==> src/hw/eq_pkg.sv <==
/*
  Shared types and constants of the scope equalization filter.
  Holds the coefficient widths, the sample widths between the stages,
  the packed coefficient configuration and the fixed-point shift amounts.
  Modules import it inside their body and use scoped names in the port list.
*/

package eq_pkg;

  ////////////////////////////////////////////////////////////
  // coefficients
  ////////////////////////////////////////////////////////////

  // lag IIR coefficient
  typedef logic signed [17:0] coef_aa_t;
  // FIR coefficient
  typedef logic signed [24:0] coef_bb_t;
  // output gain
  typedef logic signed [24:0] coef_kk_t;
  // pole IIR coefficient
  typedef logic signed [24:0] coef_pp_t;

  // full coefficient set, 93 bits
  // kept static while samples are flowing
  typedef struct packed {
    coef_aa_t aa;
    coef_bb_t bb;
    coef_kk_t kk;
    coef_pp_t pp;
  } eq_cfg_t;

  ////////////////////////////////////////////////////////////
  // intermediate samples
  ////////////////////////////////////////////////////////////

  // FIR and lag IIR output
  typedef logic signed [22:0] fir_dat_t;
  // pole IIR output
  typedef logic signed [14:0] pole_dat_t;

  ////////////////////////////////////////////////////////////
  // fixed-point scaling
  ////////////////////////////////////////////////////////////

  // fraction bits dropped after each FIR step
  localparam int fir_frac = 10;
  // lag IIR fraction width
  localparam int lag_frac = 25;
  // pole IIR input attenuation
  localparam int pole_in_shift = 8;
  // pole IIR feedback fraction
  localparam int pole_fb_shift = 16;
  // gain fraction
  localparam int gain_shift = 24;

endpackage

==> src/hw/eq_fir.sv <==
/*
  Two-tap FIR at the head of the equalization chain.
  y = ((2^28 + bb) * x[n] - 2^28 * x[n-1]) / 2^20, in two pipeline steps.
  A multiply register holds both taps, a sum register holds the result.
  Two cycles from an accepted input to fir_valid, one sample per cycle.
*/

`timescale 1ns/1ps

module eq_fir #(
  parameter int unsigned dwi = 14
) (
  input  logic                  sti,
  input  logic                  reset,
  input  eq_pkg::coef_bb_t      bb,
  input  logic                  adc_valid,
  input  logic signed [dwi-1:0] adc_data,
  output logic                  adc_ready,
  output logic                  fir_valid,
  output eq_pkg::fir_dat_t      fir_data,
  input  logic                  fir_ready
);
  import eq_pkg::*;

  // unity tap weight is 2^28
  localparam int unity_exp = 18 + fir_frac;

  // tap coefficient, one bit of headroom over 2^28 + bb
  typedef logic signed [29:0] tap_coef_t;
  typedef logic signed [dwi+29:0] tap_mul_t;
  typedef logic signed [dwi+30:0] tap_sum_t;

  logic signed [dwi-1:0] xp;
  tap_coef_t coef0;
  tap_coef_t coef1;
  tap_mul_t prod0;
  tap_mul_t prod1;
  tap_mul_t m0;
  tap_mul_t m1;
  logic mul_valid;
  logic mul_ready;
  tap_sum_t sum_full;
  tap_sum_t sum_shr;

  ////////////////////////////////////////////////////////////
  // multiply step
  ////////////////////////////////////////////////////////////

  assign coef0 = (tap_coef_t'(1) <<< unity_exp) + bb;
  assign coef1 = -(tap_coef_t'(1) <<< unity_exp);

  // full precision products
  assign prod0 = adc_data * coef0;
  assign prod1 = xp * coef1;

  // xp follows the accepted samples only
  always_ff @(posedge sti) begin
    if (reset) begin
      xp <= '0;
      m0 <= '0;
      m1 <= '0;
    end else if (adc_valid && adc_ready) begin
      xp <= adc_data;
      m0 <= prod0 >>> fir_frac;
      m1 <= prod1 >>> fir_frac;
    end
  end

  ////////////////////////////////////////////////////////////
  // sum step
  ////////////////////////////////////////////////////////////

  assign sum_full = m0 + m1;
  assign sum_shr  = sum_full >>> fir_frac;

  // low 23 bits kept
  always_ff @(posedge sti) begin
    if (reset) begin
      fir_data <= '0;
    end else if (mul_valid && mul_ready) begin
      fir_data <= fir_dat_t'(sum_shr);
    end
  end

  // handshake of both pipeline registers
  always_ff @(posedge sti) begin
    if (reset) begin
      mul_valid <= 1'b0;
      fir_valid <= 1'b0;
    end else begin
      if (adc_ready) mul_valid <= adc_valid;
      if (mul_ready) fir_valid <= mul_valid;
    end
  end

  // a register accepts when drained downstream or empty
  assign mul_ready = fir_ready | ~fir_valid;
  assign adc_ready = mul_ready | ~mul_valid;

endmodule

==> src/hw/eq_iir_lag.sv <==
/*
  First-order lag IIR, second stage of the equalization chain.
  y[n] = (2^25 * x[n] + (2^25 - aa) * y[n-1]) / 2^25
  The output register doubles as the feedback history.
  One cycle from an accepted input to lag_valid.
*/

`timescale 1ns/1ps

module eq_iir_lag (
  input  logic             sti,
  input  logic             reset,
  input  eq_pkg::coef_aa_t aa,
  input  logic             fir_valid,
  input  eq_pkg::fir_dat_t fir_data,
  output logic             fir_ready,
  output logic             lag_valid,
  output eq_pkg::fir_dat_t lag_data,
  input  logic             lag_ready
);
  import eq_pkg::*;

  // feedback weight 2^25 - aa needs 27 bits
  typedef logic signed [26:0] lag_coef_t;
  // 23 x 27 product plus the scaled input
  typedef logic signed [51:0] lag_acc_t;

  lag_coef_t fb_coef;
  lag_acc_t acc;
  lag_acc_t acc_shr;

  ////////////////////////////////////////////////////////////
  // datapath
  ////////////////////////////////////////////////////////////

  assign fb_coef = (lag_coef_t'(1) <<< lag_frac) - aa;

  // lag_data is y[n-1]
  assign acc     = (lag_acc_t'(fir_data) <<< lag_frac) + lag_data * fb_coef;
  assign acc_shr = acc >>> lag_frac;

  always_ff @(posedge sti) begin
    if (reset) begin
      lag_data <= '0;
    end else if (fir_valid && fir_ready) begin
      lag_data <= fir_dat_t'(acc_shr);
    end
  end

  // handshake
  always_ff @(posedge sti) begin
    if (reset) begin
      lag_valid <= 1'b0;
    end else if (fir_ready) begin
      lag_valid <= fir_valid;
    end
  end

  assign fir_ready = lag_ready | ~lag_valid;

endmodule

==> src/hw/eq_iir_pole.sv <==
/*
  First-order pole IIR, third stage of the equalization chain.
  y[n] = x[n] / 2^8 + pp * y[n-1] / 2^16, kept to 15 bits.
  The output register is the feedback history.
  One cycle from an accepted input to pole_valid.
*/

`timescale 1ns/1ps

module eq_iir_pole (
  input  logic              sti,
  input  logic              reset,
  input  eq_pkg::coef_pp_t  pp,
  input  logic              lag_valid,
  input  eq_pkg::fir_dat_t  lag_data,
  output logic              lag_ready,
  output logic              pole_valid,
  output eq_pkg::pole_dat_t pole_data,
  input  logic              pole_ready
);
  import eq_pkg::*;

  // 15 x 25 feedback product
  typedef logic signed [39:0] pole_prod_t;
  // one guard bit for the sum
  typedef logic signed [40:0] pole_sum_t;

  pole_prod_t fb_prod;
  pole_sum_t sum;

  ////////////////////////////////////////////////////////////
  // datapath
  ////////////////////////////////////////////////////////////

  // pole_data is y[n-1]
  assign fb_prod = pole_data * pp;

  // both terms sign extended before the shifts
  assign sum = (pole_sum_t'(lag_data) >>> pole_in_shift) + (fb_prod >>> pole_fb_shift);

  always_ff @(posedge sti) begin
    if (reset) begin
      pole_data <= '0;
    end else if (lag_valid && lag_ready) begin
      pole_data <= pole_dat_t'(sum);
    end
  end

  // handshake
  always_ff @(posedge sti) begin
    if (reset) begin
      pole_valid <= 1'b0;
    end else if (lag_ready) begin
      pole_valid <= lag_valid;
    end
  end

  assign lag_ready = pole_ready | ~pole_valid;

endmodule

==> src/hw/eq_scale_sat.sv <==
/*
  Output gain and saturation, last stage of the equalization chain.
  y = clamp((x * kk) / 2^24) to the signed dwo range.
  Values above the maximum or below the minimum stick to that bound.
  One cycle from an accepted input to flt_valid.
*/

`timescale 1ns/1ps

module eq_scale_sat #(
  parameter int unsigned dwo = 14
) (
  input  logic                  sti,
  input  logic                  reset,
  input  eq_pkg::coef_kk_t      kk,
  input  logic                  pole_valid,
  input  eq_pkg::pole_dat_t     pole_data,
  output logic                  pole_ready,
  output logic                  flt_valid,
  output logic signed [dwo-1:0] flt_data,
  input  logic                  flt_ready
);
  import eq_pkg::*;

  // 15 x 25 product
  typedef logic signed [39:0] gain_t;

  // bounds of the output range
  localparam gain_t sat_max = (gain_t'(1) <<< (dwo - 1)) - 1;
  localparam gain_t sat_min = -(gain_t'(1) <<< (dwo - 1));

  gain_t prod;
  gain_t scaled;
  gain_t clamped;

  ////////////////////////////////////////////////////////////
  // gain and clamp
  ////////////////////////////////////////////////////////////

  assign prod   = pole_data * kk;
  assign scaled = prod >>> gain_shift;

  // two-sided clamp
  always_comb begin
    if (scaled > sat_max) begin
      clamped = sat_max;
    end else if (scaled < sat_min) begin
      clamped = sat_min;
    end else begin
      clamped = scaled;
    end
  end

  always_ff @(posedge sti) begin
    if (reset) begin
      flt_data <= '0;
    end else if (pole_valid && pole_ready) begin
      flt_data <= clamped[dwo-1:0];
    end
  end

  // handshake
  always_ff @(posedge sti) begin
    if (reset) begin
      flt_valid <= 1'b0;
    end else if (pole_ready) begin
      flt_valid <= pole_valid;
    end
  end

  assign pole_ready = flt_ready | ~flt_valid;

endmodule

==> src/hw/scope_filter.sv <==
/*
  Equalization filter between the fast ADC and the acquisition path.
  Chains FIR, lag IIR, pole IIR and gain with saturation.
  Every link uses valid/ready, a beat moves when both are high.
  Five cycles of latency with flt_ready high, one sample per cycle.
  cfg must stay static while samples are in flight.
*/

`timescale 1ns/1ps

module scope_filter #(
  parameter int unsigned dwi = 14,
  parameter int unsigned dwo = 14
) (
  input  logic                  sti,
  input  logic                  reset,
  input  eq_pkg::eq_cfg_t       cfg,
  input  logic                  adc_valid,
  input  logic signed [dwi-1:0] adc_data,
  output logic                  adc_ready,
  output logic                  flt_valid,
  output logic signed [dwo-1:0] flt_data,
  input  logic                  flt_ready
);
  import eq_pkg::*;

  ////////////////////////////////////////////////////////////
  // links between the stages
  ////////////////////////////////////////////////////////////

  // FIR to lag IIR, s23
  logic      fir_valid;
  fir_dat_t  fir_data;
  logic      fir_ready;

  // lag IIR to pole IIR, s23
  logic      lag_valid;
  fir_dat_t  lag_data;
  logic      lag_ready;

  // pole IIR to gain, s15
  logic      pole_valid;
  pole_dat_t pole_data;
  logic      pole_ready;

  ////////////////////////////////////////////////////////////
  // stage chain
  ////////////////////////////////////////////////////////////

  // 2 cycles
  eq_fir #(
    .dwi (dwi)
  ) u_fir (
    .sti       (sti),
    .reset     (reset),
    .bb        (cfg.bb),
    .adc_valid (adc_valid),
    .adc_data  (adc_data),
    .adc_ready (adc_ready),
    .fir_valid (fir_valid),
    .fir_data  (fir_data),
    .fir_ready (fir_ready)
  );

  eq_iir_lag u_lag (
    .sti       (sti),
    .reset     (reset),
    .aa        (cfg.aa),
    .fir_valid (fir_valid),
    .fir_data  (fir_data),
    .fir_ready (fir_ready),
    .lag_valid (lag_valid),
    .lag_data  (lag_data),
    .lag_ready (lag_ready)
  );

  eq_iir_pole u_pole (
    .sti        (sti),
    .reset      (reset),
    .pp         (cfg.pp),
    .lag_valid  (lag_valid),
    .lag_data   (lag_data),
    .lag_ready  (lag_ready),
    .pole_valid (pole_valid),
    .pole_data  (pole_data),
    .pole_ready (pole_ready)
  );

  // gain and clamp to dwo
  eq_scale_sat #(
    .dwo (dwo)
  ) u_sat (
    .sti        (sti),
    .reset      (reset),
    .kk         (cfg.kk),
    .pole_valid (pole_valid),
    .pole_data  (pole_data),
    .pole_ready (pole_ready),
    .flt_valid  (flt_valid),
    .flt_data   (flt_data),
    .flt_ready  (flt_ready)
  );

endmodule

==> config.mk <==
export PLATFORM = sky130hd
export DESIGN_NAME = scope_filter
export DESIGN_NICKNAME = d
export VERILOG_FILES = /design/src/hw/eq_pkg.sv /design/src/hw/eq_fir.sv /design/src/hw/eq_iir_lag.sv /design/src/hw/eq_iir_pole.sv /design/src/hw/eq_scale_sat.sv /design/src/hw/scope_filter.sv
export SDC_FILE = /design/constraint.sdc
export NUM_CORES = 2
export LEC_CHECK = 0
export ABC_AREA = 1
export BUFFER_PORTS_ARGS = -buffer_cell sky130_fd_sc_hd__buf_2
export CAP_MARGIN = 20
export CORE_MARGIN = 2
export CORE_UTILIZATION = 59
export DETAILED_ROUTE_END_ITERATION = 16
export MAX_ROUTING_LAYER = met4
export PLACE_DENSITY = 0.86
export SLEW_MARGIN = 20
export SYNTH_ARGS = -nofsm -noshare
export SYNTH_HDL_FRONTEND = slang
export SYNTH_SLANG_ARGS = --single-unit
==> constraint.sdc <==
create_clock -name sti -period 8.2 [get_ports sti]
set_input_delay 0.82 -clock sti [delete_from_list [all_inputs] [get_ports sti]]
set_output_delay 0.82 -clock sti [all_outputs]
set_load 0.03 [all_outputs]
---- After elaboration in Yosys (flattened, before gate mapping) ----
Cells that the tools add are included.
cells by class
  magnitude comparators ................... 2
  eq/ne operators ......................... 0
  shifts and indexed selects .............. 0
  reductions and logical operators ........ 5
  div/mod/pow operators ................... 0
  bitwise logic cells ..................... 10
  multipliers ............................. 4
  add/sub/neg operators ................... 6
  muxes and demuxes ....................... 2
operator list
  operator                                                          number
  adder 48 bit                                                      1
  multiplier 23 x 27 -> 48 bit                                      1
  multiplier 14 x 30 -> 43 bit                                      1
  multiplier 15 x 25 -> 40 bit                                      1
  adder 33 bit                                                      1
  multiplier 15 x 25 -> 31 bit                                      1
  adder 30 x 25 -> 30 bit (first input constant)                    1
  2-to-1 mux 14 bit                                                 2
  subtractor 27 x 18 -> 27 bit (first input constant)               1
  greater-than comparator 16 x 14 -> 1 bit (second input constant)  1
  less-than comparator 16 x 14 -> 1 bit (second input constant)     1
  adder 15 bit                                                      1
  negation 14 -> 15 bit                                             1
  logical AND 1 bit                                                 5
  NOT 1 bit                                                         5
  OR 1 bit                                                          5
storage, ports and cells
  word-level logic and storage cells ...... 41
  memories kept ........................... 0
  input port bits ......................... 111
  output and inout port bits .............. 16
  memory bits (read-only) ................. 0
  bits in registers ....................... 142
  bits in latches ......................... 0
  RAM bits ................................ 0

---- Longest topological paths before layout ----
  depth after elaboration ................. 7
  mapped depth ............................ 44
  mapped depth without buffers ............ 43

---- Hierarchy ----
Synthesis repeated with hierarchy kept, for this count alone.
second synthesis, totals
  cell total of the unflattened synthesis .. 8,749
  area total of the unflattened synthesis .. 65,766.8 um^2
modules (own cells, without submodules)
  module        area an instance (um^2)  instances  seq. area each (um^2)  cells an instance
  eq_iir_lag    21,668.3                 1          480.5                  2,817
  eq_fir        17,215.3                 1          1,541.5                2,347
  eq_scale_sat  14,580.2                 1          300.3                  1,924
  eq_iir_pole   12,303.0                 1          320.3                  1,661

---- Worst setup path before layout ----
Ideal clock, no wire load.
  path kind ............................... in2reg
  start point ............................. input cfg[75] (netlist name)
  end point ............................... register u_lag.lag_data[8]
  arrival ................................. 7.312 ns
  stages .................................. 38
  library setup time ...................... 0.115 ns
  setup slack ............................. 0.773 ns
  buffers on the path ..................... 1
  required time ........................... 8.085 ns
  cells stage by stage .................... inv_1 -> ha_1 -> nand2_1 -> nor2_1 -> inv_1 -> nor2_2 -> inv_1 -> nor2_1 -> inv_1 -> nor2_1 -> nand4_1 -> or2_0 -> nand2_1 -> buf_2 -> nor2_1 -> fa_1 -> inv_1 -> fa_1 -> [2 not listed] -> fa_1 -> fa_1 -> fa_1 -> inv_1 -> fa_1 -> inv_1 -> ha_1 -> nand2_1 -> inv_1 -> a21oi_1 -> nand2_1 -> o21bai_1 -> a21oi_1 -> o21ai_0 -> nand2_1 -> nand2_1 -> o21ai_0 -> inv_1
between the ends
  longest elaborated chain between the ends .. 3
RTL lines
  item                          RTL line            RTL
  from (decl)                   scope_filter.sv:17  input eq_pkg::eq_cfg_t cfg,
  subtractor 27 x 18 -> 27 bit  eq_iir_lag.sv:36    assign fb_coef = (lag_coef_t'(1) <<< lag_frac) - aa;
  multiplier 23 x 27 -> 48 bit  eq_iir_lag.sv:39    assign acc = (lag_acc_t'(fir_data) <<< lag_frac) + lag_data * fb_coef;
  adder 48 bit                  eq_iir_lag.sv:39
  to (signal assigned)          eq_iir_lag.sv:46    lag_data <= fir_dat_t'(acc_shr);
  to (decl)                     eq_iir_lag.sv:18    output eq_pkg::fir_dat_t lag_data,
No other way between the ends.
A chain may end at the register's enable or synchronous reset.

---- Worst setup path after layout ----
  start point ............................. input cfg[75] (netlist name)
  end point ............................... register u_lag.lag_data[15]
Same word-level chain as after synthesis.

==> impl_metrics.toml <==
[run_status]
status = "finished, final reports clean"

[placed_design]
dp.cells = 10000
place_congestion = 1.03
numPortBuffers = 126
dp_hpwl_um = 160000

[routing]
wire_per_inst_um = 19.1
dr.pass1.iters = 7
drt-initial-drc-count = 4078
via_per_inst = 5.47
vias = 55100
final_antenna_net_count = 0
routed_wl_um = 192000
drc_errors = 0

[finish]
final_layout_size_suffix_gt1_frac = 0.0663
nNetsFinal = 10700
utilization = 0.634
multi_input_area_sq_um = 51500
fillers = 9188
ff_latch_area_sq_um = 2660
layout_common_cells = "2443 x inv_1, 1945 x nand2_1, 1466 x fa_1"
final_cell_count_no_fill = 10100
final_common_cell = "inv_1"
area_growth_pct = 6.69

[setup_path]
r2r_slack_ps = 600
cp_max_fo = 5
end_kind = "flop"
reg2reg_depth = 32
crit_slowest_cell = "fa_1"
start_kind = "input port"
cpPeakStageDelay_ps = 580
cp.required_ps = 8640
crit_arrival_ps = 8270
rr_endpoint = "u_pole.pole_data[14]"
cp_common_cell = "fa_1"
r2r-start = "u_pole.pole_data[3]"
worstSetupPathType = "input port to flop"

[die]
dieHeight_um = 335
start_util = 0.594
dieArea_sq_um = 112000
core_sq_um = 109000
die_x_um = 335
rows = 121
ioPinCount = 127

[min_path]
hold_path_startpoint = "u_fir.m0[13]"
hold_end = "u_fir.fir_data[3]"
hp-class = "flop to flop"
min_path_cells = 2

[timing]
hold_viol_final = 0
clock_skew_ps = 12.9
slew_viol_final = 0
tightest_slew_ps = 1010
finalSetupViolations = 0
fin_crit_ps = 7830
finalCritPeriodShare = 0.955
fmax_ghz = 0.128
slew_headroom = 0.328

[synthesis]
synthFlopType = "dfxtp_1"
syn_area_per_cell_sq_um = 7.60
async_reset_ff_frac = 0
synth_seq_area_share = 0.0409
ys_warn_count = 0
ys_seq_elements = 132
synthCells = 8503
synth_edf_count = 0
synth_cell_types = 51
syn_area_sq_um = 64600

[global_route]
grt_max_degree = 89
grt_pass1_wl_um = 314000
grt_pass1_vias = 60400
grt_usage = 0.369
overflow = 0
grt_antenna_before_repair = 3

[power]
power_leakage_nw = 38.6
power_per_cell_area_nw_per_um2 = 277
ir_worst_vdd_mv = 0.321

[clock_network]
ctsHoldBuffers = 0
cts_buffers = 17
root_buffer = "clkbuf_16"
clk_pin_slew_worst_paths_ps = 70
cts_tree = "yes"
cts_buffer_depth = 2
cts_num_sinks = 132
cts_max_level = 4
clock_latency_ps = 490

[job]
cap_violations = 0
where the power goes:
part | switching [mW] | total (mW) | internal (mW) | leakage, nW
clock | 0.387 | 0.880 | 0.493 | 0.310
sequential | 0.102 | 0.835 | 0.733 | 1.09
combinational | 10.8 | 17.4 | 6.56 | 37.2
total | 11.3 | 19.1 | 7.78 | 38.6
stage by stage:
step	instance area, sq um	hold slack [ps]	setup WS (ps)	power (mW)	TNS, ps
after floorplan	64600	430	773	12.0	0
after global placement	68200	442	-186	17.6	-1270
after detailed placement	68200	452	-277	17.8	-2100
after CTS	68800	469	187	18.9	0
after global routing	68900	477	-12.9	21.2	-46.7
final	68900	466	372	19.1	0
worst max-delay path by stage:
stage                     startpoint                  to  slack (ps)
after floorplan              cfg[75]   u_lag.lag_data[8]         770
after global placement       cfg[75]   u_lag.lag_data[8]        -190
after detailed placement     cfg[75]  u_lag.lag_data[15]        -280
after CTS                    cfg[75]  u_lag.lag_data[15]         190
after global routing         cfg[75]  u_lag.lag_data[16]         -10
final                        cfg[75]  u_lag.lag_data[15]         370
routing by layer:
metal | share of wire | global-route usage
met4 | 0.054 | 0.170
met1 | 0.38 | 0.451
met3 | 0.092 | 0.0643
met2 | 0.48 | 0.601
met5 | 0 | -
cells in the mapped netlist, types with 4 or more instances:
cell,count,area share
clkinv_1,12,0.00070
clkbuf_1,278,0.016
o21a_1,8,0.00093
o21bai_1,33,0.0038
inv_1,2444,0.14
o211ai_1,20,0.0023
buf_1,20,0.0012
dfxtp_1,132,0.041
nand3b_1,10,0.0012
buf_2,19,0.0015
nor2_2,4,0.00039
ha_1,507,0.098
nand3_1,124,0.0096
a211oi_1,6,0.00070
nand4_1,39,0.0038
o221ai_1,4,0.00054
a21boi_0,7,0.00081
nor3_1,45,0.0035
or2_2,47,0.0046
xnor2_1,34,0.0046
a21oi_1,276,0.021
fa_1,1466,0.45
nand2_1,1947,0.11
o31ai_1,4,0.00046
inv_2,4,0.00023
nor4_1,13,0.0013
xor2_1,51,0.0069
a31o_2,6,0.00081
a31oi_1,24,0.0023
o21ai_0,229,0.018
nor2_1,628,0.036
buf_6,4,0.00070
a21o_1,28,0.0033
critical path, delay by kind of cell:
family	cells	cell delay, ps
buffers and inverters	12	1180
and+or+nand+nor	15	2050
adders and majority gates	8	3710
AOI/OAI and AO/OA	2	490
timing repair:
action,CTS,global route
endpoints found under the setup margin,0,21
setup buffers,0,1
gates resized for setup,0,37
state kept, by name, summed over array words and instances, names as in the netlist:
signal,flops
u_lag.lag_valid,1
u_lag.lag_data,23
u_sat.flt_valid,1
u_pole.pole_data,15
u_fir.fir_valid,1
u_fir.m0,23
u_fir.m1,15
u_fir.fir_data,23
u_sat.flt_data,14
u_pole.pole_valid,1
u_fir.mul_valid,1
u_fir.xp,14
cell families after synthesis:
kind of cell | synth area share
AOI/OAI and AO/OA | 0.0566
other | 0.0000580
adders and majority gates | 0.552
and+or+nand+nor | 0.176
DFF | 0.0409
xor gates and xnor gates | 0.0115
buffers and inverters | 0.163
area by class of cell:
class / count / share of cell area
Multi-Input combinational cell: 5587 / 0.748
Sequential cell: 132 / 0.0386
Clock buffer: 17 / 0.00617
Tap cell: 1414 / 0.0257
Timing Repair inverter: 1 / 0.0000726
Timing Repair Buffer: 428 / 0.0444
Antenna cell: 3 / 0.000109
Clock inverter: 15 / 0.00307
Inverter: 2460 / 0.134
No activity file was read; power rests on OpenSTA's default activity.
